## src/verilog/uart_slave_defines.svh

```systemverilog
`ifndef UART_SLAVE_DEFINES_SVH
`define UART_SLAVE_DEFINES_SVH

// word carried in both directions
`define UART_SLAVE_DATA_WIDTH 32

// slaves on the bus and the id of this one
`define UART_SLAVE_SLAVES 3
`define UART_SLAVE_SLAVE_ID 1

// bit count of SLAVES+1
`define UART_SLAVE_ID_WIDTH 2

// cycles to wait for an acknowledge after each start
`define UART_SLAVE_ACK_TIMEOUT 16

// resends after the first start
`define UART_SLAVE_RETRANSMITS 3

`endif
```

## src/verilog/slave_frame_pkg.sv

```systemverilog
`default_nettype none

`include "uart_slave_defines.svh"

package slave_frame_pkg;

    // id field of a control frame
    typedef logic [`UART_SLAVE_ID_WIDTH-1:0] slave_id_t;

    // leading code of a control frame
    typedef logic [2:0] frame_code_t;

    localparam frame_code_t START_CODE = 3'b111;

    // decoded command, valid for one cycle
    typedef struct packed {
        logic valid;
        logic write;
    } frame_cmd_t;

    // decoder FSM
    typedef enum logic [1:0] {
        IDLE,
        SHIFT,
        BUSY
    } decode_state_t;

endpackage

`default_nettype wire

```

## src/verilog/slave_link_pkg.sv

```systemverilog
`default_nettype none

`include "uart_slave_defines.svh"

package slave_link_pkg;

    typedef logic [`UART_SLAVE_DATA_WIDTH-1:0] link_word_t;

    // acknowledge bytes exchanged between boards
    typedef enum logic [7:0] {
        ACK = 8'hCC,
        NAK = 8'hAA
    } ack_code_t;

    // upper nibble of an ack code, as reported to the master
    typedef logic [3:0] ack_status_t;

    // request toward a link transmitter
    typedef struct packed {
        logic       start;
        link_word_t word;
    } tx_req_t;

    // indication from a link receiver
    typedef struct packed {
        logic       done;
        link_word_t word;
    } rx_ind_t;

    typedef enum logic [2:0] {
        IDLE,
        SHIFT,
        SEND,
        WAIT_ACK,
        CHECK
    } write_state_t;

    typedef enum logic [1:0] {
        WAIT_RX,
        SEND_ACK,
        SHIFT_OUT
    } read_state_t;

endpackage

`default_nettype wire

```

## src/verilog/slave_frame_decode.sv

```systemverilog
`timescale 1ns/1ps
`default_nettype none

`include "uart_slave_defines.svh"

module slave_frame_decode (
    input  wire                         clk,
    input  wire                         rstN,
    input  wire                         control,
    input  wire                         write_done,
    input  wire                         read_done,
    output slave_frame_pkg::frame_cmd_t cmd
);
    import slave_frame_pkg::*;

    // start code, slave id, rw bit
    localparam int CON   = 3 + `UART_SLAVE_ID_WIDTH + 1;
    localparam int CNT_W = $clog2(CON);

    decode_state_t    state;
    logic [CON-2:0]   shift_q;
    logic [CNT_W-1:0] bit_cnt;
    logic [CON-1:0]   frame;
    frame_code_t      code;
    slave_id_t        id;
    logic             match;

    // frame as it stands with the current control bit appended
    assign frame = {shift_q, control};
    assign code  = frame[CON-1 -: 3];
    assign id    = frame[`UART_SLAVE_ID_WIDTH:1];
    assign match = (code == START_CODE) && (id == slave_id_t'(`UART_SLAVE_SLAVE_ID));

    always_ff @(posedge clk) begin
        shift_q <= frame[CON-2:0];
    end

    always_ff @(posedge clk or negedge rstN) begin
        if (!rstN) begin
            state   <= IDLE;
            bit_cnt <= '0;
            cmd     <= '0;
        end else begin
            cmd.valid <= 1'b0;
            case (state)
                IDLE: begin
                    // first high control bit opens a frame
                    if (control) begin
                        bit_cnt <= CNT_W'(1);
                        state   <= SHIFT;
                    end
                end
                SHIFT: begin
                    bit_cnt <= bit_cnt + 1'b1;
                    if (bit_cnt == CNT_W'(CON - 1)) begin
                        cmd.valid <= match;
                        cmd.write <= control;
                        state     <= match ? BUSY : IDLE;
                    end
                end
                BUSY: begin
                    // control ignored until the transfer ends
                    if (write_done || read_done) begin
                        state <= IDLE;
                    end
                end
                default: state <= IDLE;
            endcase
        end
    end

endmodule

`default_nettype wire

```

## src/verilog/slave_read_path.sv

```systemverilog
`timescale 1ns/1ps
`default_nettype none

`include "uart_slave_defines.svh"

module slave_read_path (
    input  wire                              clk,
    input  wire                              rstN,
    input  wire slave_frame_pkg::frame_cmd_t  cmd,
    input  wire slave_link_pkg::ack_status_t status,
    input  wire slave_link_pkg::rx_ind_t     g_rx,
    output slave_link_pkg::tx_req_t          g_tx,
    input  wire                              g_tx_ready,
    output logic                             rd,
    output logic                             ready,
    output logic                             done
);
    import slave_link_pkg::*;

    localparam int DW    = `UART_SLAVE_DATA_WIDTH;
    localparam int OUT_W = 4 + DW;
    localparam int CNT_W = $clog2(OUT_W + 1);

    localparam logic [CNT_W-1:0] OUT_LAST = CNT_W'(OUT_W);
    localparam logic [7:0]       ACK_BYTE = ACK;

    read_state_t      state;
    logic             active;
    logic             start_q;
    logic [OUT_W-1:0] out_q;
    logic [CNT_W-1:0] bit_cnt;

    // previous board only ever gets ACK back
    assign g_tx = '{start: start_q, word: link_word_t'(ACK_BYTE)};

    // status nibble leads, then the word, both msb first
    always_ff @(posedge clk) begin
        if (state == WAIT_RX && active && g_rx.done) begin
            out_q <= {status, g_rx.word};
        end else if (state == SHIFT_OUT && bit_cnt != OUT_LAST) begin
            out_q <= {out_q[OUT_W-2:0], 1'b0};
        end
    end

    always_ff @(posedge clk or negedge rstN) begin
        if (!rstN) begin
            state   <= WAIT_RX;
            active  <= 1'b0;
            start_q <= 1'b0;
            rd      <= 1'b0;
            ready   <= 1'b0;
            done    <= 1'b0;
            bit_cnt <= '0;
        end else begin
            start_q <= 1'b0;
            done    <= 1'b0;
            case (state)
                WAIT_RX: begin
                    if (cmd.valid && !cmd.write) begin
                        active <= 1'b1;
                    end
                    if (active && g_rx.done) begin
                        state <= SEND_ACK;
                    end
                end
                SEND_ACK: begin
                    if (g_tx_ready) begin
                        start_q <= 1'b1;
                        bit_cnt <= '0;
                        state   <= SHIFT_OUT;
                    end
                end
                SHIFT_OUT: begin
                    // no back-pressure, one bit per cycle
                    if (bit_cnt == OUT_LAST) begin
                        ready  <= 1'b0;
                        rd     <= 1'b0;
                        done   <= 1'b1;
                        active <= 1'b0;
                        state  <= WAIT_RX;
                    end else begin
                        ready   <= 1'b1;
                        rd      <= out_q[OUT_W-1];
                        bit_cnt <= bit_cnt + 1'b1;
                    end
                end
                default: state <= WAIT_RX;
            endcase
        end
    end

endmodule

`default_nettype wire

```

## src/verilog/slave_write_path.sv

```systemverilog
`timescale 1ns/1ps
`default_nettype none

`include "uart_slave_defines.svh"

module slave_write_path (
    input  wire                             clk,
    input  wire                             rstN,
    input  wire slave_frame_pkg::frame_cmd_t cmd,
    input  wire                             wd,
    input  wire                             valid,
    output logic                            ready,
    output slave_link_pkg::tx_req_t         s_tx,
    input  wire                             s_tx_ready,
    input  wire slave_link_pkg::rx_ind_t    s_rx,
    output slave_link_pkg::ack_status_t     status,
    output logic                            done
);
    import slave_link_pkg::*;

    localparam int DW    = `UART_SLAVE_DATA_WIDTH;
    localparam int BIT_W = $clog2(DW + 1);
    localparam int TO_W  = $clog2(`UART_SLAVE_ACK_TIMEOUT + 1);
    localparam int RT_W  = $clog2(`UART_SLAVE_RETRANSMITS + 1);

    localparam logic [BIT_W-1:0] LAST_BIT  = BIT_W'(DW - 1);
    localparam logic [TO_W-1:0]  LAST_TICK = TO_W'(`UART_SLAVE_ACK_TIMEOUT - 1);
    localparam logic [RT_W-1:0]  MAX_RETX  = RT_W'(`UART_SLAVE_RETRANSMITS);
    localparam logic [7:0]       ACK_BYTE  = ACK;
    localparam logic [7:0]       NAK_BYTE  = NAK;

    write_state_t     state;
    link_word_t       word_q;
    logic [7:0]       ack_byte;
    logic [BIT_W-1:0] bit_cnt;
    logic [TO_W-1:0]  tick_cnt;
    logic [RT_W-1:0]  retx_cnt;
    logic             start_q;

    // same word goes out on every retransmit
    assign s_tx = '{start: start_q, word: word_q};

    // msb first, one bit per valid beat
    always_ff @(posedge clk) begin
        if (state == SHIFT && valid && ready) begin
            word_q <= {word_q[DW-2:0], wd};
        end
    end

    // a missing reply reads as NAK
    always_ff @(posedge clk) begin
        if (state == WAIT_ACK) begin
            ack_byte <= s_rx.done ? s_rx.word[7:0] : NAK_BYTE;
        end
    end

    always_ff @(posedge clk or negedge rstN) begin
        if (!rstN) begin
            state    <= IDLE;
            ready    <= 1'b0;
            start_q  <= 1'b0;
            done     <= 1'b0;
            status   <= '0;
            bit_cnt  <= '0;
            tick_cnt <= '0;
            retx_cnt <= '0;
        end else begin
            start_q <= 1'b0;
            done    <= 1'b0;
            case (state)
                IDLE: begin
                    if (cmd.valid && cmd.write) begin
                        ready    <= 1'b1;
                        bit_cnt  <= '0;
                        retx_cnt <= '0;
                        state    <= SHIFT;
                    end
                end
                SHIFT: begin
                    // gaps in valid stall the count
                    if (valid && ready) begin
                        bit_cnt <= bit_cnt + 1'b1;
                        if (bit_cnt == LAST_BIT) begin
                            ready <= 1'b0;
                            state <= SEND;
                        end
                    end
                end
                SEND: begin
                    if (s_tx_ready) begin
                        start_q  <= 1'b1;
                        tick_cnt <= '0;
                        state    <= WAIT_ACK;
                    end
                end
                WAIT_ACK: begin
                    if (s_rx.done) begin
                        state <= CHECK;
                    end else if (tick_cnt == LAST_TICK) begin
                        if (retx_cnt == MAX_RETX) begin
                            state <= CHECK;
                        end else begin
                            retx_cnt <= retx_cnt + 1'b1;
                            state    <= SEND;
                        end
                    end else begin
                        tick_cnt <= tick_cnt + 1'b1;
                    end
                end
                CHECK: begin
                    status <= (ack_byte == ACK_BYTE) ? ACK_BYTE[7:4] : NAK_BYTE[7:4];
                    done   <= 1'b1;
                    state  <= IDLE;
                end
                default: state <= IDLE;
            endcase
        end
    end

endmodule

`default_nettype wire

```

## src/verilog/uart_slave.sv

```systemverilog
`timescale 1ns/1ps
`default_nettype none

module uart_slave (
    input  wire                          clk,
    input  wire                          rstN,
    input  wire                          control,
    input  wire                          wd,
    input  wire                          valid,
    output logic                         rd,
    output logic                         ready,
    output slave_link_pkg::tx_req_t      s_tx,
    input  wire                          s_tx_ready,
    input  wire slave_link_pkg::rx_ind_t s_rx,
    output slave_link_pkg::tx_req_t      g_tx,
    input  wire                          g_tx_ready,
    input  wire slave_link_pkg::rx_ind_t g_rx
);
    import slave_frame_pkg::*;
    import slave_link_pkg::*;

    frame_cmd_t  cmd;
    ack_status_t status;
    logic        write_done;
    logic        read_done;
    logic        write_ready;
    logic        read_ready;

    slave_frame_decode frame_decode_inst (
        .clk        (clk),
        .rstN       (rstN),
        .control    (control),
        .write_done (write_done),
        .read_done  (read_done),
        .cmd        (cmd)
    );

    slave_write_path write_path_inst (
        .clk        (clk),
        .rstN       (rstN),
        .cmd        (cmd),
        .wd         (wd),
        .valid      (valid),
        .ready      (write_ready),
        .s_tx       (s_tx),
        .s_tx_ready (s_tx_ready),
        .s_rx       (s_rx),
        .status     (status),
        .done       (write_done)
    );

    slave_read_path read_path_inst (
        .clk        (clk),
        .rstN       (rstN),
        .cmd        (cmd),
        .status     (status),
        .g_rx       (g_rx),
        .g_tx       (g_tx),
        .g_tx_ready (g_tx_ready),
        .rd         (rd),
        .ready      (read_ready),
        .done       (read_done)
    );

    // only one path is active at a time
    assign ready = write_ready | read_ready;

endmodule

`default_nettype wire

```

## config.mk

```make
export PLATFORM = sky130hd
export DESIGN_NAME = uart_slave
export DESIGN_NICKNAME = d
export VERILOG_FILES = /design/src/verilog/slave_frame_pkg.sv /design/src/verilog/slave_link_pkg.sv /design/src/verilog/slave_frame_decode.sv /design/src/verilog/slave_read_path.sv /design/src/verilog/slave_write_path.sv /design/src/verilog/uart_slave.sv
export VERILOG_INCLUDE_DIRS = /design/src /design/src/verilog
export SDC_FILE = /design/constraint.sdc
export NUM_CORES = 1
export LEC_CHECK = 0
export BUFFER_PORTS_ARGS = -buffer_cell sky130_fd_sc_hd__buf_4
export CORE_ASPECT_RATIO = 0.5
export CORE_UTILIZATION = 45
export CTS_CLUSTER_SIZE = 24
export DETAILED_ROUTE_END_ITERATION = 8
export GPL_TIMING_DRIVEN = 1
export PLACE_DENSITY = 0.8
export SYNTH_ARGS = -nofsm -noshare
export SYNTH_HDL_FRONTEND = slang
export SYNTH_SLANG_ARGS = --single-unit
```

## constraint.sdc

```tcl
create_clock -name clk -period 4.34 [get_ports clk]
set_input_delay 0.651 -clock clk [delete_from_list [all_inputs] [get_ports clk]]
set_output_delay 0.651 -clock clk [all_outputs]
set_load 0.01 [all_outputs]
```

# [Word-level counts from Yosys, hierarchy flattened]
# Cells that the tools add are included.
[totals] ff_bits=124 latchBits=0 ramBits=0 mem_bits_ro=0 memories=0
[op_classes] addsub=5 multipliers=0 n_div=0 n_lt_le_gt_ge=0 eq_ne=34 shifts=0 muxes=55 bitwise_logic=1 n_reduce_logical=33
[ops] operator="$mux W36" count=2
[ops] operator="$mux W3" count=9
[ops] operator="$mux W2" count=13
[ops] operator="$ne A2 B2 Y1 const B" count=13
[ops] operator="$mux W6" count=4
[ops] operator="$pmux W6 S2" count=2
[ops] operator="$mux W5" count=3
[ops] operator="$reduce_and A3 Y1" count=5
[ops] operator="$mux W1" count=14
[ops] operator="$reduce_bool A2 Y1" count=7
[ops] operator="$add A6 B1 Y6 const B" count=2
[ops] operator="$pmux W2 S3" count=2
[ops] operator="$pmux W3 S4" count=1
[ops] operator="$logic_and A1 B1 Y1" count=10
[ops] operator="$pmux W5 S2" count=1
[ops] operator="$reduce_and A5 Y1" count=2
[ops] operator="$eq A3 B3 Y1 const B" count=3
[ops] operator="$eq A8 B8 Y1 const B" count=1
[ops] operator="$reduce_and A4 Y1" count=2
[ops] operator="$eq A2 B1 Y1 const B" count=3
[ops] operator="$eq A2 B2 Y1 const B" count=3
[ops] operator="$eq A3 B2 Y1 const B" count=2
[ops] operator="$eq A6 B5 Y1 const B" count=1
[ops] operator="$eq A6 B6 Y1 const B" count=1
[ops] operator="other kinds (17)" count=22

# [Logic depth before layout (Yosys ltp)]
[depth] word_depth=5 ltp_mapped=7

# [Cells and area by module]
# A second synthesis with hierarchy kept.
[unflattened] hier_cells=376 area_unflattened_um2=5375.2
[modules_own_cells] mod="slave_write_path" instances=1 cells_each=169 area_each_um2=2489.9 seq_area_each_um2=1751.7
[modules_own_cells] mod="slave_read_path" instances=1 cells_each=174 area_each_um2=2459.9 seq_area_each_um2=1406.3
[modules_own_cells] mod="slave_frame_decode" instances=1 cells_each=32 area_each_um2=419.2 seq_area_each_um2=275.3
[modules_own_cells] mod="uart_slave" instances=1 cells_each=1 area_each_um2=6.3 seq_area_each_um2=0.0

# [Worst setup path before layout]
# No wires, ideal clock.
[synth_path] path_kind="reg-to-reg" from="register write_path_inst.state[2]" to="register write_path_inst.bit_cnt[0]" t_arrival_ps=2598 required_time_ps=4265 setup_slack_ps=1667 path_stages_with_launch=5 n_path_buf=1 path_cell_list="dfrtp_1 -> buf_2 -> or2_2 -> nor2_1 -> mux2_2"
[synth_between] elab_chain_len=3 elab_cells_between_ends=7 cone_classes="eq/ne: 3; mux: 1; reduce/logical: 3"
[synth_rtl] element="from (decl)" line_no="slave_write_path.sv:32" text="write_state_t state;"
[synth_rtl] element="from (signal assigned)" line_no="slave_write_path.sv:59" text="state <= IDLE;"
[synth_rtl] element="from (signal assigned)" line_no="slave_write_path.sv:76" text="state <= SHIFT;"
[synth_rtl] element="from (signal assigned)" line_no="slave_write_path.sv:85" text="state <= SEND;"
[synth_rtl] element="$eq A3 B1 Y1 or $logic_not A3 Y1 (tied branches)" line_no="slave_write_path.sv:70" text="case (state)"
[synth_rtl] element="$ne A2 B2 Y1 (no line) (tied with other cells)"
[synth_rtl] element="$reduce_and A3 Y1 (no line)"
[synth_rtl] element="to (signal assigned)" line_no="slave_write_path.sv:82" text="bit_cnt <= bit_cnt + 1'b1;"
[synth_rtl] element="to (decl)" line_no="slave_write_path.sv:35" text="logic [BIT_W-1:0] bit_cnt;"
# Several ways; a longest one is shown, not always the timed one.
# A chain may end at the register's enable or synchronous reset.

# [Final worst setup path]
[layout_path] from="register read_path_inst.state[0]" to="register read_path_inst.out_q[35], enable pin"
[layout_between] elab_chain_len=4 elab_cells_between_ends=6 cone_classes="eq/ne: 1; reduce/logical: 5"
[layout_rtl] element="from (decl)" line_no="slave_read_path.sv:27" text="read_state_t state;"
[layout_rtl] element="from (signal assigned)" line_no="slave_read_path.sv:47" text="state <= WAIT_RX;"
[layout_rtl] element="from (signal assigned)" line_no="slave_read_path.sv:63" text="state <= SEND_ACK;"
[layout_rtl] element="from (signal assigned)" line_no="slave_read_path.sv:70" text="state <= SHIFT_OUT;"
[layout_rtl] element="$logic_not A2 Y1" line_no="slave_read_path.sv:38" text="if (state == WAIT_RX && active && g_rx.done) begin"
[layout_rtl] element="$logic_and A1 B1 Y1 (2 in series)" line_no="slave_read_path.sv:38"
[layout_rtl] element="$reduce_bool A2 Y1 (no line) (*)"
[layout_rtl] element="to (signal assigned)" line_no="slave_read_path.sv:39" text="out_q <= {status, g_rx.word};"
[layout_rtl] element="to (signal assigned)" line_no="slave_read_path.sv:41" text="out_q <= {out_q[OUT_W-2:0], 1'b0};"
[layout_rtl] element="to (decl)" line_no="slave_read_path.sv:30" text="logic [OUT_W-1:0] out_q;"
# Mark *: on every way between the ends. The rest lies on a longest branch, timed or not.

==> impl_metrics.yaml <==
global_routing:
  grt_use_total_pct: 15.9
  globalRouteOverflowTotal: 0
  grt_max_degree: 43
  grt_antenna_before_repair: 0
  grt_pass1_wl_um: 14400
  grt_pass1_vias: 2975
setup_path:
  crit_family: "simple AND/OR/NAND/NOR gates"
  cp.depth: 3
  arrival_ns: 2.28
  crit_chain: "nor3_2 > buf_4 > nand2b_2"
  crit_fanout: 38
  critPathMaxStageDelay_ns: 0.78
  cp_data_required_time_ns: 4.37
  cp_slowest_cell: "nand2b_2"
  end_kind: "flop"
  r2r_cells: 3
  critPathLaunchType: "flop"
  critPathBufInv: 1
  worstSetupPathType: "flop to flop"
status:
  outcome: "completed"
power:
  power.leakage_nw: 2.48
  power.switching_mw: 0.742
  seq_power_share_pct: 45.3
  p_int_mw: 2.40
  vdd.ir_drop.worst_mv: 0.251
  switching_share_pct: 23.6
  power_density_mw_per_mm2: 487
  pwr-share-clk_pct: 46.0
  combinationalPowerShare_pct: 8.7
synth:
  synth_cells: 369
  ys.flop_type: "edfxtp_1"
  synthMuxAreaShare_pct: 8.67
  yosys.area_share.simple_pct: 10.2
  ys_seq_area_share_pct: 66.1
  synthXorXnorAreaFrac_pct: 0.337
  synth_top_family_by_area: "simple AND/OR/NAND/NOR gates"
  synth_top_area_cell: "edfxtp_1"
  synth_area_leaders: "edfxtp_1, dfrtp_1, mux2_2, buf_4, dfxtp_1"
  ys_seq_elements: 123
  synth_fa_ha_area_share_pct: 1.93
  yosysWarningCount: 0
  synth_edf_count: 76
  synthDistinctLibCells: 47
  postSynthAreaPerCell_sq_um: 14.1
  synth-compound-area-share_pct: 5.90
  synthArstFlopShare_pct: 34.1
  synth_top_area_share_pct: 44.0
  synth_area_sq_mm: 0.00519
timing:
  fin_setup_tns_ns: 0
  rsz0062_at_grt: "no"
  setup_viol: 0
  relSlewSlack_pct: 42.0
  fmax_ghz: 0.444
  finalHoldViolations: 0
  fin_crit_ns: 2.25
  worst_slack_ns: 2.09
  worst_pin_slew_ns: 0.870
  post-route-period-util_pct: 51.9
  maxSlewViolCount: 0
  clock_skew_ns: 0.00883
floorplanning:
  die_area_sq_mm: 0.0120
  start_util_pct: 46.7
  rows: 27
  ioPinCount: 141
  die_x_um: 154
  fp.coreArea_sq_mm: 0.0111
  die_y_um: 78.0
clock_network:
  clkSinkCount: 123
  root_buffer: "clkbuf_16"
  numCtsBuffers: 17
  htreeDepth: 4
  worst_skew_pair.late_latency_ns: 0.41
  cts.path.max_buffers: 2
  cts_setup_buffers: 0
  clk_pin_slew_worst_paths_ns: 0.06
  hold_buffers: 0
  cts-resized-gates: 0
  cts_tree: "yes"
job:
  cap_viol_max_count: 0
route:
  vias: 3075
  ant_nets: 0
  remaining_drc_errors: 0
  drt_iter0_drc: 143
  via_per_inst: 4.96
  dr.pass1.iters: 4
  routedWlPerCell_um: 14.0
  drt-total-wl_um: 8680
placement:
  place_ws_ns: 1.76
  port_buffers: 84
  place_congestion: 0.807
  placed_area_sq_mm: 0.00584
  hpwlAfterDp_um: 5610
layout:
  final_cell_area_sq_mm: 0.00645
  fin_util_pct: 58.0
  finalNetCount: 543
  layout_commonest_cell: "buf_4"
  ff_latch_area_sq_mm: 0.00343
  drive_gt1_share_pct: 35.6
  fillerInstances: 884
  n_antenna_cell: 0
  syn_to_final_growth_pct: 24.1
  multi_input_area_sq_mm: 0.00154
  final_cell_mix: "buf_4, edfxtp_1, dfrtp_1"
hold_path:
  min_path_type: "input pin to asynchronous set/reset pin"
[cell usage after synthesis (2+ instances only)]
cell and count:
xor2_1 2, conb_1 2, o21ai_0 19, a31oi_1 4, buf_4 38, nand3_1 8
nand2_1 20, and3_1 4, dfxtp_1 5, o21a_1 2, a22o_1 6, nor2_1 17
dfrtp_1 42, edfxtp_1 76, inv_1 10, ha_1 8, a21oi_1 3, buf_2 3
nor3b_1 4, nor2b_1 3, and2_1 7, or2_2 4, nand2b_1 7, o31ai_1 3
a41oi_1 2, nor3_1 5, nand4_1 4, mux2_2 40, and4_1 2, o21bai_1 2
[per-stage QoR]
| stage | power, mW | hold WS [ns] | cells |
|---|---|---|---|
| global placement | 1.71 | 0.326 | 588 |
| finish | 3.14 | 0.231 | 620 |
| detailed placement | 1.72 | 0.334 | 588 |
| global route | 3.27 | 0.266 | 620 |
| floorplan | 1.61 | 0.323 | 399 |
| CTS | 3.17 | 0.235 | 620 |
[layer usage]
metal | share of wire, % | wire length [um] | global-route usage (%) | vias up
li1 | - | - | - | 1464
met1 | 46 | 4020 | 19.9 | 1500
met2 | 46 | 4020 | 24.6 | 103
met3 | 6.2 | 537 | 6.03 | 8
met4 | 1.2 | 107 | 7.50 | 0
met5 | 0 | 0 | 0 | -
[registers in the layout, summed over array words and instances, names as in the netlist, 3 cells and up]
signal                     count
read_path_inst.out_q          36
write_path_inst.word_q        32
write_path_inst.ack_byte       8
read_path_inst.bit_cnt         6
write_path_inst.bit_cnt        6
frame_decode_inst.shift_q      5
write_path_inst.tick_cnt       5
frame_decode_inst.bit_cnt      3
write_path_inst.state          3
write_path_inst.status         3
[cell type report]
cell class	instances	share of cell area (%)
flip-flops and latches	123	53.3
well taps	145	2.81
inverters	11	0.641
multi-input cells	223	23.8
clock buffers	18	6.81
clock inverters	14	2.62
repair buffers	86	10.0
[worst paths after layout]
path                                                      start                                endpoint  slack, ns
hold reg to reg            frame_decode_inst.shift_q[3]$_DFF_P_    frame_decode_inst.shift_q[4]$_DFF_P_       0.34
setup reg to reg            read_path_inst.state[0]$_DFFE_PN0P_      read_path_inst.out_q[35]$_DFFE_PP_       2.09
min in group clk           frame_decode_inst.shift_q[3]$_DFF_P_    frame_decode_inst.shift_q[4]$_DFF_P_       0.34
max in group asynchronous                                  rstN  write_path_inst.bit_cnt[2]$_DFFE_PN0P_       3.73
setup / recovery            read_path_inst.state[0]$_DFFE_PN0P_      read_path_inst.out_q[35]$_DFFE_PP_       2.09
hold / removal                                             rstN  frame_decode_inst.state[0]$_DFFE_PN0P_       0.23
[power groups by stage]
stage                     Combinational [mW]  Clock, mW  Sequential [mW]
after floorplan                        0.171          0             1.44
after detailed placement               0.278          0             1.44
after global placement                 0.266          0             1.44
after CTS                              0.277       1.47             1.42
after global routing                   0.303       1.53             1.44
final                                  0.273       1.44             1.42
[cell families after synthesis]
| group | count (synthesis) |
|---|---|
| flops | 123 |
| mux | 40 |
| fa+ha+maj | 8 |
| xor+xnor | 2 |
| buf+inv | 53 |
| simple gates | 94 |
| compound gates | 47 |
| other cells | 2 |
No activity file was read; power rests on OpenSTA's default activity.
